<file path="config.mk">
export PLATFORM = sky130hd
export DESIGN_NAME = ppu_top
export DESIGN_NICKNAME = d
export VERILOG_FILES = /design/src/rtl/ppu_pkg.sv /design/src/rtl/line_wr_if.sv /design/src/rtl/palette_cache.sv /design/src/rtl/background_fetch.sv /design/src/rtl/line_buffer.sv /design/src/rtl/pixel_pipe.sv /design/src/rtl/ppu_top.sv
export SDC_FILE = /design/constraint.sdc
export NUM_CORES = 2
export LEC_CHECK = 0
export BUFFER_PORTS_ARGS = -buffer_cell sky130_fd_sc_hd__buf_2
export CORE_UTILIZATION = 40
export CTS_CLUSTER_DIAMETER = 80
export CTS_CLUSTER_SIZE = 28
export DETAILED_ROUTE_END_ITERATION = 16
export PLACE_DENSITY = 0.67
export SYNTH_ARGS = -nofsm -noshare
export SYNTH_HDL_FRONTEND = slang
export SYNTH_SLANG_ARGS = --single-unit
</file>
<file path="constraint.sdc">
create_clock -name clk -period 3 [get_ports clk]
set_input_delay 0 -clock clk [delete_from_list [all_inputs] [get_ports clk]]
set_output_delay 0 -clock clk [all_outputs]
set_load 0.005 [all_outputs]
</file>
<file path="src/rtl/ppu_pkg.sv">
package ppu_pkg;

    // Screen and tile geometry
    localparam int TILES_PER_LINE = 40;
    localparam int TILE_SIZE = 16;
    localparam int TILES_PER_WORD = 4;
    localparam int WORDS_PER_ROW = 10;

    // Palette organisation
    localparam int PALETTE_ENTRIES = 8;
    localparam int COLORS_PER_PALETTE = 4;

    typedef logic [23:0] color_t;

    // Sixteen 2-bit pixels, pixel 0 in bits 31:30
    typedef logic [31:0] tile_gfx_t;

    // Four tile entries, entry k in byte k
    typedef logic [31:0] tile_word_t;

    typedef logic [6:0] tile_id_t;
    typedef logic [8:0] tile_addr_t;
    typedef logic [10:0] gfx_addr_t;
    typedef logic [2:0] pal_addr_t;
    typedef logic [1:0] pixel_t;
    typedef logic [5:0] tile_col_t;
    typedef logic [10:0] hcount_t;
    typedef logic [9:0] vcount_t;

    typedef enum logic [1:0] {
        FETCH_IDLE,
        FETCH_RUN,
        FETCH_DONE
    } fetch_state_t;

    typedef enum logic [1:0] {
        LOAD_IDLE,
        LOAD_RUN,
        LOAD_DONE
    } load_state_t;

endpackage

</file>
<file path="src/rtl/line_wr_if.sv">
`timescale 1ns/1ps

interface line_wr_if;
    import ppu_pkg::*;

    logic valid;
    tile_col_t col;
    tile_gfx_t gfx;
    logic pal_sel;

    // Fetcher writes one entry per valid cycle
    modport fetch (
        output valid, col, gfx, pal_sel
    );

    // Buffer always accepts
    modport buffer (
        input valid, col, gfx, pal_sel
    );

endinterface

</file>
<file path="src/rtl/palette_cache.sv">
`timescale 1ns/1ps

module palette_cache (
    input  logic               clk,
    input  logic               reset,
    input  logic               vblank,
    input  ppu_pkg::color_t    pal_data,
    input  ppu_pkg::pal_addr_t lookup_index,
    output ppu_pkg::pal_addr_t pal_addr,
    output ppu_pkg::color_t    lookup_color
);
    import ppu_pkg::*;

    load_state_t state;
    color_t cache [PALETTE_ENTRIES];

    always_ff @(posedge clk) begin
        if (reset) begin
            state <= LOAD_IDLE;
            pal_addr <= '0;
            for (int i = 0; i < PALETTE_ENTRIES; i++) begin
                cache[i] <= '0;
            end
        end else if (!vblank) begin
            // Rearm for the next vertical blank
            state <= LOAD_IDLE;
            pal_addr <= '0;
        end else begin
            case (state)
                LOAD_IDLE: begin
                    pal_addr <= '0;
                    state <= LOAD_RUN;
                end
                LOAD_RUN: begin
                    // Data on the bus belongs to the address issued last cycle
                    cache[pal_addr] <= pal_data;
                    if (pal_addr == pal_addr_t'(PALETTE_ENTRIES - 1)) begin
                        pal_addr <= '0;
                        state <= LOAD_DONE;
                    end else begin
                        pal_addr <= pal_addr + 1'b1;
                    end
                end
                default: begin
                    pal_addr <= '0;
                end
            endcase
        end
    end

    // Combinational lookup for the pixel pipeline
    assign lookup_color = cache[lookup_index];

endmodule

</file>
<file path="src/rtl/background_fetch.sv">
`timescale 1ns/1ps

module background_fetch (
    input  logic                clk,
    input  logic                reset,
    input  logic                vblank,
    input  logic                hsync,
    input  ppu_pkg::vcount_t    vcount,
    input  ppu_pkg::tile_word_t tile_data,
    input  ppu_pkg::tile_gfx_t  gfx_data,
    output ppu_pkg::tile_addr_t tile_addr,
    output ppu_pkg::gfx_addr_t  gfx_addr,
    line_wr_if.fetch            wr
);
    import ppu_pkg::*;

    fetch_state_t state;
    logic sync_mode;
    tile_addr_t row_base;
    logic [7:0] tile_entry;

    // Stage 1 holds the column whose tile word is on the bus
    logic s1_valid;
    tile_col_t s1_col;

    // Stage 2 holds the column whose graphics row is on the bus
    logic s2_valid;
    tile_col_t s2_col;
    logic s2_pal;

    assign sync_mode = hsync && !vblank;

    // First tile buffer word of the current tile row
    assign row_base = tile_addr_t'((vcount / TILE_SIZE) * WORDS_PER_ROW);

    assign tile_entry = tile_data[8 * (s1_col % TILES_PER_WORD) +: 8];

    always_ff @(posedge clk) begin
        if (reset || !sync_mode) begin
            state <= FETCH_IDLE;
            tile_addr <= '0;
            gfx_addr <= '0;
            s1_valid <= 1'b0;
            s2_valid <= 1'b0;
            wr.valid <= 1'b0;
        end else begin
            case (state)
                FETCH_IDLE: begin
                    tile_addr <= row_base;
                    s1_valid <= 1'b1;
                    s1_col <= '0;
                    state <= FETCH_RUN;
                end
                FETCH_RUN: begin
                    // Tile word to graphics request
                    if (s1_valid) begin
                        gfx_addr <= gfx_addr_t'(tile_id_t'(tile_entry[6:0]) * TILE_SIZE
                                                + vcount % TILE_SIZE);
                        s2_col <= s1_col;
                        s2_pal <= tile_entry[7];
                    end else begin
                        gfx_addr <= '0;
                    end
                    s2_valid <= s1_valid;

                    // Issue the next column's tile word
                    if (s1_valid && s1_col != tile_col_t'(TILES_PER_LINE - 1)) begin
                        tile_addr <= row_base
                                     + tile_addr_t'((s1_col + 1'b1) / TILES_PER_WORD);
                        s1_col <= s1_col + 1'b1;
                    end else begin
                        tile_addr <= '0;
                        s1_valid <= 1'b0;
                    end

                    // Graphics row to line buffer
                    wr.valid <= s2_valid;
                    wr.col <= s2_col;
                    wr.gfx <= gfx_data;
                    wr.pal_sel <= s2_pal;

                    if (s2_valid && s2_col == tile_col_t'(TILES_PER_LINE - 1)) begin
                        state <= FETCH_DONE;
                    end
                end
                default: begin
                    // Line complete, wait for sync to end
                    wr.valid <= 1'b0;
                end
            endcase
        end
    end

endmodule

</file>
<file path="src/rtl/line_buffer.sv">
`timescale 1ns/1ps

module line_buffer (
    input  logic               clk,
    input  logic               reset,
    line_wr_if.buffer          wr,
    input  ppu_pkg::tile_col_t rd_col,
    output ppu_pkg::tile_gfx_t rd_gfx,
    output logic               rd_pal_sel
);
    import ppu_pkg::*;

    tile_gfx_t gfx_mem [TILES_PER_LINE];
    logic [TILES_PER_LINE-1:0] pal_mem;

    always_ff @(posedge clk) begin
        if (reset) begin
            pal_mem <= '0;
            for (int i = 0; i < TILES_PER_LINE; i++) begin
                gfx_mem[i] <= '0;
            end
        end else if (wr.valid) begin
            gfx_mem[wr.col] <= wr.gfx;
            pal_mem[wr.col] <= wr.pal_sel;
        end
    end

    // Registered read, columns past the line read as blank
    always_ff @(posedge clk) begin
        if (rd_col < tile_col_t'(TILES_PER_LINE)) begin
            rd_gfx <= gfx_mem[rd_col];
            rd_pal_sel <= pal_mem[rd_col];
        end else begin
            rd_gfx <= '0;
            rd_pal_sel <= 1'b0;
        end
    end

endmodule

</file>
<file path="src/rtl/pixel_pipe.sv">
`timescale 1ns/1ps

module pixel_pipe (
    input  logic               clk,
    input  logic               reset,
    input  logic               vblank,
    input  logic               hsync,
    input  ppu_pkg::hcount_t   hcount,
    input  ppu_pkg::tile_gfx_t rd_gfx,
    input  logic               rd_pal_sel,
    input  ppu_pkg::color_t    lookup_color,
    output ppu_pkg::tile_col_t rd_col,
    output ppu_pkg::pal_addr_t lookup_index,
    output ppu_pkg::color_t    pixel_color
);
    import ppu_pkg::*;

    logic [$clog2(TILE_SIZE)-1:0] pos_q;
    logic active_q;
    pixel_t pixel;

    // Stage one address, the line buffer registers the entry
    assign rd_col = tile_col_t'(hcount / TILE_SIZE);

    // Pixel position and mode travel alongside the buffer read
    always_ff @(posedge clk) begin
        if (reset) begin
            pos_q <= '0;
            active_q <= 1'b0;
        end else begin
            pos_q <= hcount[$clog2(TILE_SIZE)-1:0];
            active_q <= !vblank && !hsync;
        end
    end

    // Pixel 0 sits in the top two bits
    assign pixel = rd_gfx[2 * (TILE_SIZE - 1 - pos_q) +: 2];

    // Palette bit picks the upper or lower four cache entries
    assign lookup_index = pal_addr_t'(rd_pal_sel * COLORS_PER_PALETTE + pixel);

    always_ff @(posedge clk) begin
        if (reset) begin
            pixel_color <= '0;
        end else if (active_q) begin
            pixel_color <= lookup_color;
        end else begin
            pixel_color <= '0;
        end
    end

endmodule

</file>
<file path="src/rtl/ppu_top.sv">
`timescale 1ns/1ps

module ppu_top (
    input  logic                clk,
    input  logic                reset,
    input  ppu_pkg::hcount_t    hcount,
    input  ppu_pkg::vcount_t    vcount,
    input  logic                vblank,
    input  logic                hsync,
    input  ppu_pkg::tile_word_t tile_data,
    input  ppu_pkg::tile_gfx_t  gfx_data,
    input  ppu_pkg::color_t     pal_data,
    output ppu_pkg::tile_addr_t tile_addr,
    output ppu_pkg::gfx_addr_t  gfx_addr,
    output ppu_pkg::pal_addr_t  pal_addr,
    output ppu_pkg::color_t     pixel_color
);
    import ppu_pkg::*;

    // Line buffer read port
    tile_col_t rd_col;
    tile_gfx_t rd_gfx;
    logic rd_pal_sel;

    // Palette lookup port
    pal_addr_t lookup_index;
    color_t lookup_color;

    line_wr_if wr_bus ();

    palette_cache palette_cache_inst (
        .clk          (clk),
        .reset        (reset),
        .vblank       (vblank),
        .pal_data     (pal_data),
        .lookup_index (lookup_index),
        .pal_addr     (pal_addr),
        .lookup_color (lookup_color)
    );

    background_fetch background_fetch_inst (
        .clk       (clk),
        .reset     (reset),
        .vblank    (vblank),
        .hsync     (hsync),
        .vcount    (vcount),
        .tile_data (tile_data),
        .gfx_data  (gfx_data),
        .tile_addr (tile_addr),
        .gfx_addr  (gfx_addr),
        .wr        (wr_bus.fetch)
    );

    line_buffer line_buffer_inst (
        .clk        (clk),
        .reset      (reset),
        .wr         (wr_bus.buffer),
        .rd_col     (rd_col),
        .rd_gfx     (rd_gfx),
        .rd_pal_sel (rd_pal_sel)
    );

    pixel_pipe pixel_pipe_inst (
        .clk          (clk),
        .reset        (reset),
        .vblank       (vblank),
        .hsync        (hsync),
        .hcount       (hcount),
        .rd_gfx       (rd_gfx),
        .rd_pal_sel   (rd_pal_sel),
        .lookup_color (lookup_color),
        .rd_col       (rd_col),
        .lookup_index (lookup_index),
        .pixel_color  (pixel_color)
    );

endmodule

</file>
==> results.sh <==
export IMPL_final_core_utilization_pct=45.5
export IMPL_ioPinCount=160
export IMPL_critical_path_max_fanout=48
export IMPL_max_cap_viol_count=0
export IMPL_grt_util_met3_pct=2.69
export IMPL_most_used_layer_global_route="met2"
export IMPL_critical_path_class="flip-flop to flip-flop"
export IMPL_gpl_final_weighted_congestion=0.817
export IMPL_synthFlopType="sky130_fd_sc_hd__edfxtp_1"
export IMPL_path_delay_family="multiplexers"
export IMPL_critPathSlowestCell="sky130_fd_sc_hd__mux4_2"
export IMPL_worst_path_stages=8
export IMPL_portBuffers=158
export IMPL_finalWorstPathRequiredPeriod_ps=2820
export IMPL_worstHoldPathCells=4
export IMPL_routed_wl_mm=190
export IMPL_clockRootBuffer="sky130_fd_sc_hd__clkbuf_16"
export IMPL_post_dp_cell_area_sq_um=78000
export IMPL_cts_tree="done"
export IMPL_numClockSinks=1656
export IMPL_num_rows=156
export IMPL_postSynthNetCount=4856
export IMPL_seq_area_frac_synth_pct=66.1
export IMPL_worst_slew_margin_rel_pct=22.8
export IMPL_post_synth_cell_area_avg_sq_um=15.5
export IMPL_ant_nets=0
export IMPL_synthDistinctLibCells=62
export IMPL_layout_worst_path_cycle_share_pct=94.0
export IMPL_routed_wire_length_per_instance_microns=26.0
export IMPL_timing_critical_path_mode_cell="sky130_fd_sc_hd__mux4_2"
export IMPL_area_growth_syn_to_layout_pct=12.6
export IMPL_netlist_instances=4726
export IMPL_crit_path_start_kind="flip-flop"
export IMPL_ys_async_sr_fraction_pct=0
export IMPL_irDropWorstVdd_mv=0.414
export IMPL_holdPathEnd="line_buffer_inst.rd_gfx[22]"
export IMPL_wp_data_arrival_ps=3490
export IMPL_register_bit_total_from_synthesis=1656
export IMPL_synth_edf_count=1524
export IMPL_global_route_wire_length_before_repair_mm=280
export IMPL_worstReg2RegStart="pixel_pipe_inst.pos_q[1]"
export IMPL_power_density_nw_per_um2=533
export IMPL_drt_initial_drc_count=4669
export IMPL_min_delay_start="hcount[9]"
export IMPL_outcome="finished, final reports clean"
export IMPL_met2_usage_pct=35.3
export IMPL_globalRouteOverflowTotal=0
export IMPL_drt_vias_per_instance=5.56
export IMPL_report_final_setup_viol=0
export IMPL_timing_max_transition_violations_final=0
export IMPL_worstMarginPinSlew_ps=1160
export IMPL_route_detailed_drc=0
export IMPL_clockBufferDepth=3
export IMPL_static_leakage_power_uw=0.0295
export IMPL_cts_inserted_buffers=89
export IMPL_antenna_found_initial=8
export IMPL_post_dp_hpwl_mm=109
export IMPL_die_area_sq_um=185000
export IMPL_cp_cell_sequence="mux4_2 > mux4_2 > buf_4 > nor2b_4 > buf_12 > a221oi_1 > a31o_1 > o21ai_1"
export IMPL_timing_reg2reg_setup_slack_ps=180
export IMPL_tritonroute_pass_1_iters=6
export IMPL_clkSlewWorstSetupHoldPaths_ps=110
export IMPL_synth_cell_area_sq_um=73300
export IMPL_floorplan_initialDensity_pct=40.4
export IMPL_unrepaired_setup_endpoints_after_global_routing="false"
export IMPL_worst_setup_path_end_kind="flip-flop"
export IMPL_die_height_microns=430
export IMPL_hold_path_class="primary input to flip-flop"
export IMPL_grtUsageMet1_pct=27.4
export IMPL_data_required_critical_path_ps=3670
export IMPL_critPathBufInv=2
export IMPL_crit_reg2reg_capture="pixel_pipe_inst.pixel_color[9]"
export IMPL_grt_start_max_net_pins=52
export IMPL_core_area_sq_um=181000
export IMPL_hold_viol=0
export IMPL_layout_drive_gt1_share_pct=20.9
export IMPL_depth_of_the_cts_h_tree=3
export IMPL_number_of_nets_in_the_finished_design=5014
export IMPL_postLayoutCellArea_sq_um=82500
export IMPL_insertion_delay_ps=770
export IMPL_setup_total_negative_slack_ps=0
export IMPL_first_global_vias=41300
export IMPL_cpPeakStageDelay_ps=550
export IMPL_fin_worst_skew_ps=54.7
export IMPL_worst_r2r_cell_count=8
export IMPL_global_route_usage_total_pct=20.5
export IMPL_vias=40800
export IMPL_die_width_microns=430
export IMPL_ys_warnings_count=0
export IMPL_achievable_frequency_mhz=355
## synth_stat cells (all sizes together), types with 4 or more instances
master     n  area [sq um]
edfxtp  1524         45800
and2    1484          9290
mux4     413          9300
clkbuf   364          1370
dfxtp    132          2640
nor2     105           394
nand2     99           372
o21ai     99           495
buf       65           285
mux2i     64           641
inv       52           195
a21oi     44           220
nand3b    38           285
a31o      30           263
a222oi    24           240
a221oi    22           193
a21o      20           150
ha        15           188
or2       15          93.8
nand2b    12          75.1
a22o      11          96.3
nor3      11          55.1
nand3      8          40.0
nor2b      8          50.1
o21bai     8          60.1
nor3b      7          52.6
xnor2      7          61.3
o22ai      5          31.3
xor2       4          35.0
## layout by cell type, fill, tap and decap left out, drive strengths merged, types with 8 or more instances in the layout
master / n
o21bai: 8
clkinv: 28
nor2b: 8
mux2i: 64
edfxtp: 1524
ha: 15
dlygate4sd3: 129
buf: 367
mux4: 413
a221oi: 22
a22o: 11
dfxtp: 132
a21oi: 44
nand3: 8
clkbuf: 98
nand2: 99
a21o: 20
a31o: 30
nand3b: 38
and2: 1484
a222oi: 24
or2: 15
nor3: 11
nand2b: 12
inv: 82
nor2: 105
o21ai: 99
## tightest hold or removal path, stage by stage
cell and delay, ps:
sky130_fd_sc_hd__buf_4 160, sky130_fd_sc_hd__buf_4 300, sky130_fd_sc_hd__nand3b_1 230, sky130_fd_sc_hd__o21ai_1 70
## cell type report
class	instances	area, sq um
repair buffers	496	4470
inverters	52	195
flip-flops and latches	1656	48400
fillers	15400	98800
clock buffers	98	2310
diodes	5	12.5
multi-input cells	2589	23300
well taps	2370	2970
clock inverters	64	842
## repair_timing
item                       CTS  global route
gates resized for setup      0             1
setup endpoints to repair    0            23
setup buffers                0             0
hold endpoints to repair   274             0
hold buffers               129             0
## per-stage QoR
stage / setup slack (ps) / total power (uW) / instances / hold slack, ps
CTS: 53.0 / 44200 / 7325 / 10.9
floorplan: -175 / 28400 / 4726 / 76.8
detailed placement: 74.8 / 29800 / 7034 / 178
finish: 180 / 44000 / 7330 / 47.2
global placement: 142 / 29700 / 7034 / 177
global route: 45.5 / 45100 / 7326 / 39.5
## worst max path at each step
stage / startpoint / endpoint
finish: pixel_pipe_inst.pos_q[1] / pixel_pipe_inst.pixel_color[9]
global route: pixel_pipe_inst.pos_q[1] / pixel_pipe_inst.pixel_color[12]
CTS: pixel_pipe_inst.pos_q[1] / pixel_pipe_inst.pixel_color[17]
detailed placement: pixel_pipe_inst.pos_q[1] / pixel_pipe_inst.pixel_color[10]
global placement: pixel_pipe_inst.pos_q[1] / pixel_pipe_inst.pixel_color[10]
floorplan: background_fetch_inst.wr.col[3] / line_buffer_inst.gfx_mem[0][0]
## flip-flops by register name, summed over array words and instances, names as in the netlist
signal,flops
background_fetch_inst.gfx_addr,11
line_buffer_inst.gfx_mem,1280
background_fetch_inst.wr.valid,1
background_fetch_inst.wr.gfx,32
background_fetch_inst.wr.col,6
background_fetch_inst.s2_pal,1
line_buffer_inst.rd_pal_sel,1
line_buffer_inst.pal_mem,40
palette_cache_inst.pal_addr,3
background_fetch_inst.s2_col,6
background_fetch_inst.s2_valid,1
background_fetch_inst.s1_col,6
line_buffer_inst.rd_gfx,32
pixel_pipe_inst.active_q,1
background_fetch_inst.s1_valid,1
palette_cache_inst.state,2
background_fetch_inst.state,2
palette_cache_inst.cache,192
background_fetch_inst.tile_addr,9
background_fetch_inst.wr.pal_sel,1
pixel_pipe_inst.pos_q,4
pixel_pipe_inst.pixel_color,24
## report_power, final
| part | internal [uW] | switching [uW] |
|---|---|---|
| Sequential | 25900 | 245 |
| Combinational | 1450 | 1830 |
| Clock | 6170 | 8400 |
| Total | 33500 | 10500 |
## per-layer routing
layer	vias up	wire, microns	share of wire, %
li1	17600	-	-
met5	-	0	0
met4	0	5190	2.7
met1	21300	76200	40
met3	232	13200	6.9
met2	1641	95900	50
## logic make-up after synthesis
logic type / Yosys count / synth area share [%]
AND/OR/NAND/NOR: 1802 / 14.8
flip-flops: 1656 / 66.1
buffers and inverters: 481 / 2.52
multiplexers: 479 / 13.6
AO/OA/AOI/OAI: 279 / 2.58
adder cells (fa/ha/maj): 17 / 0.311
XOR/XNOR: 12 / 0.162
Note: power is estimated with default switching activity, not from simulation.
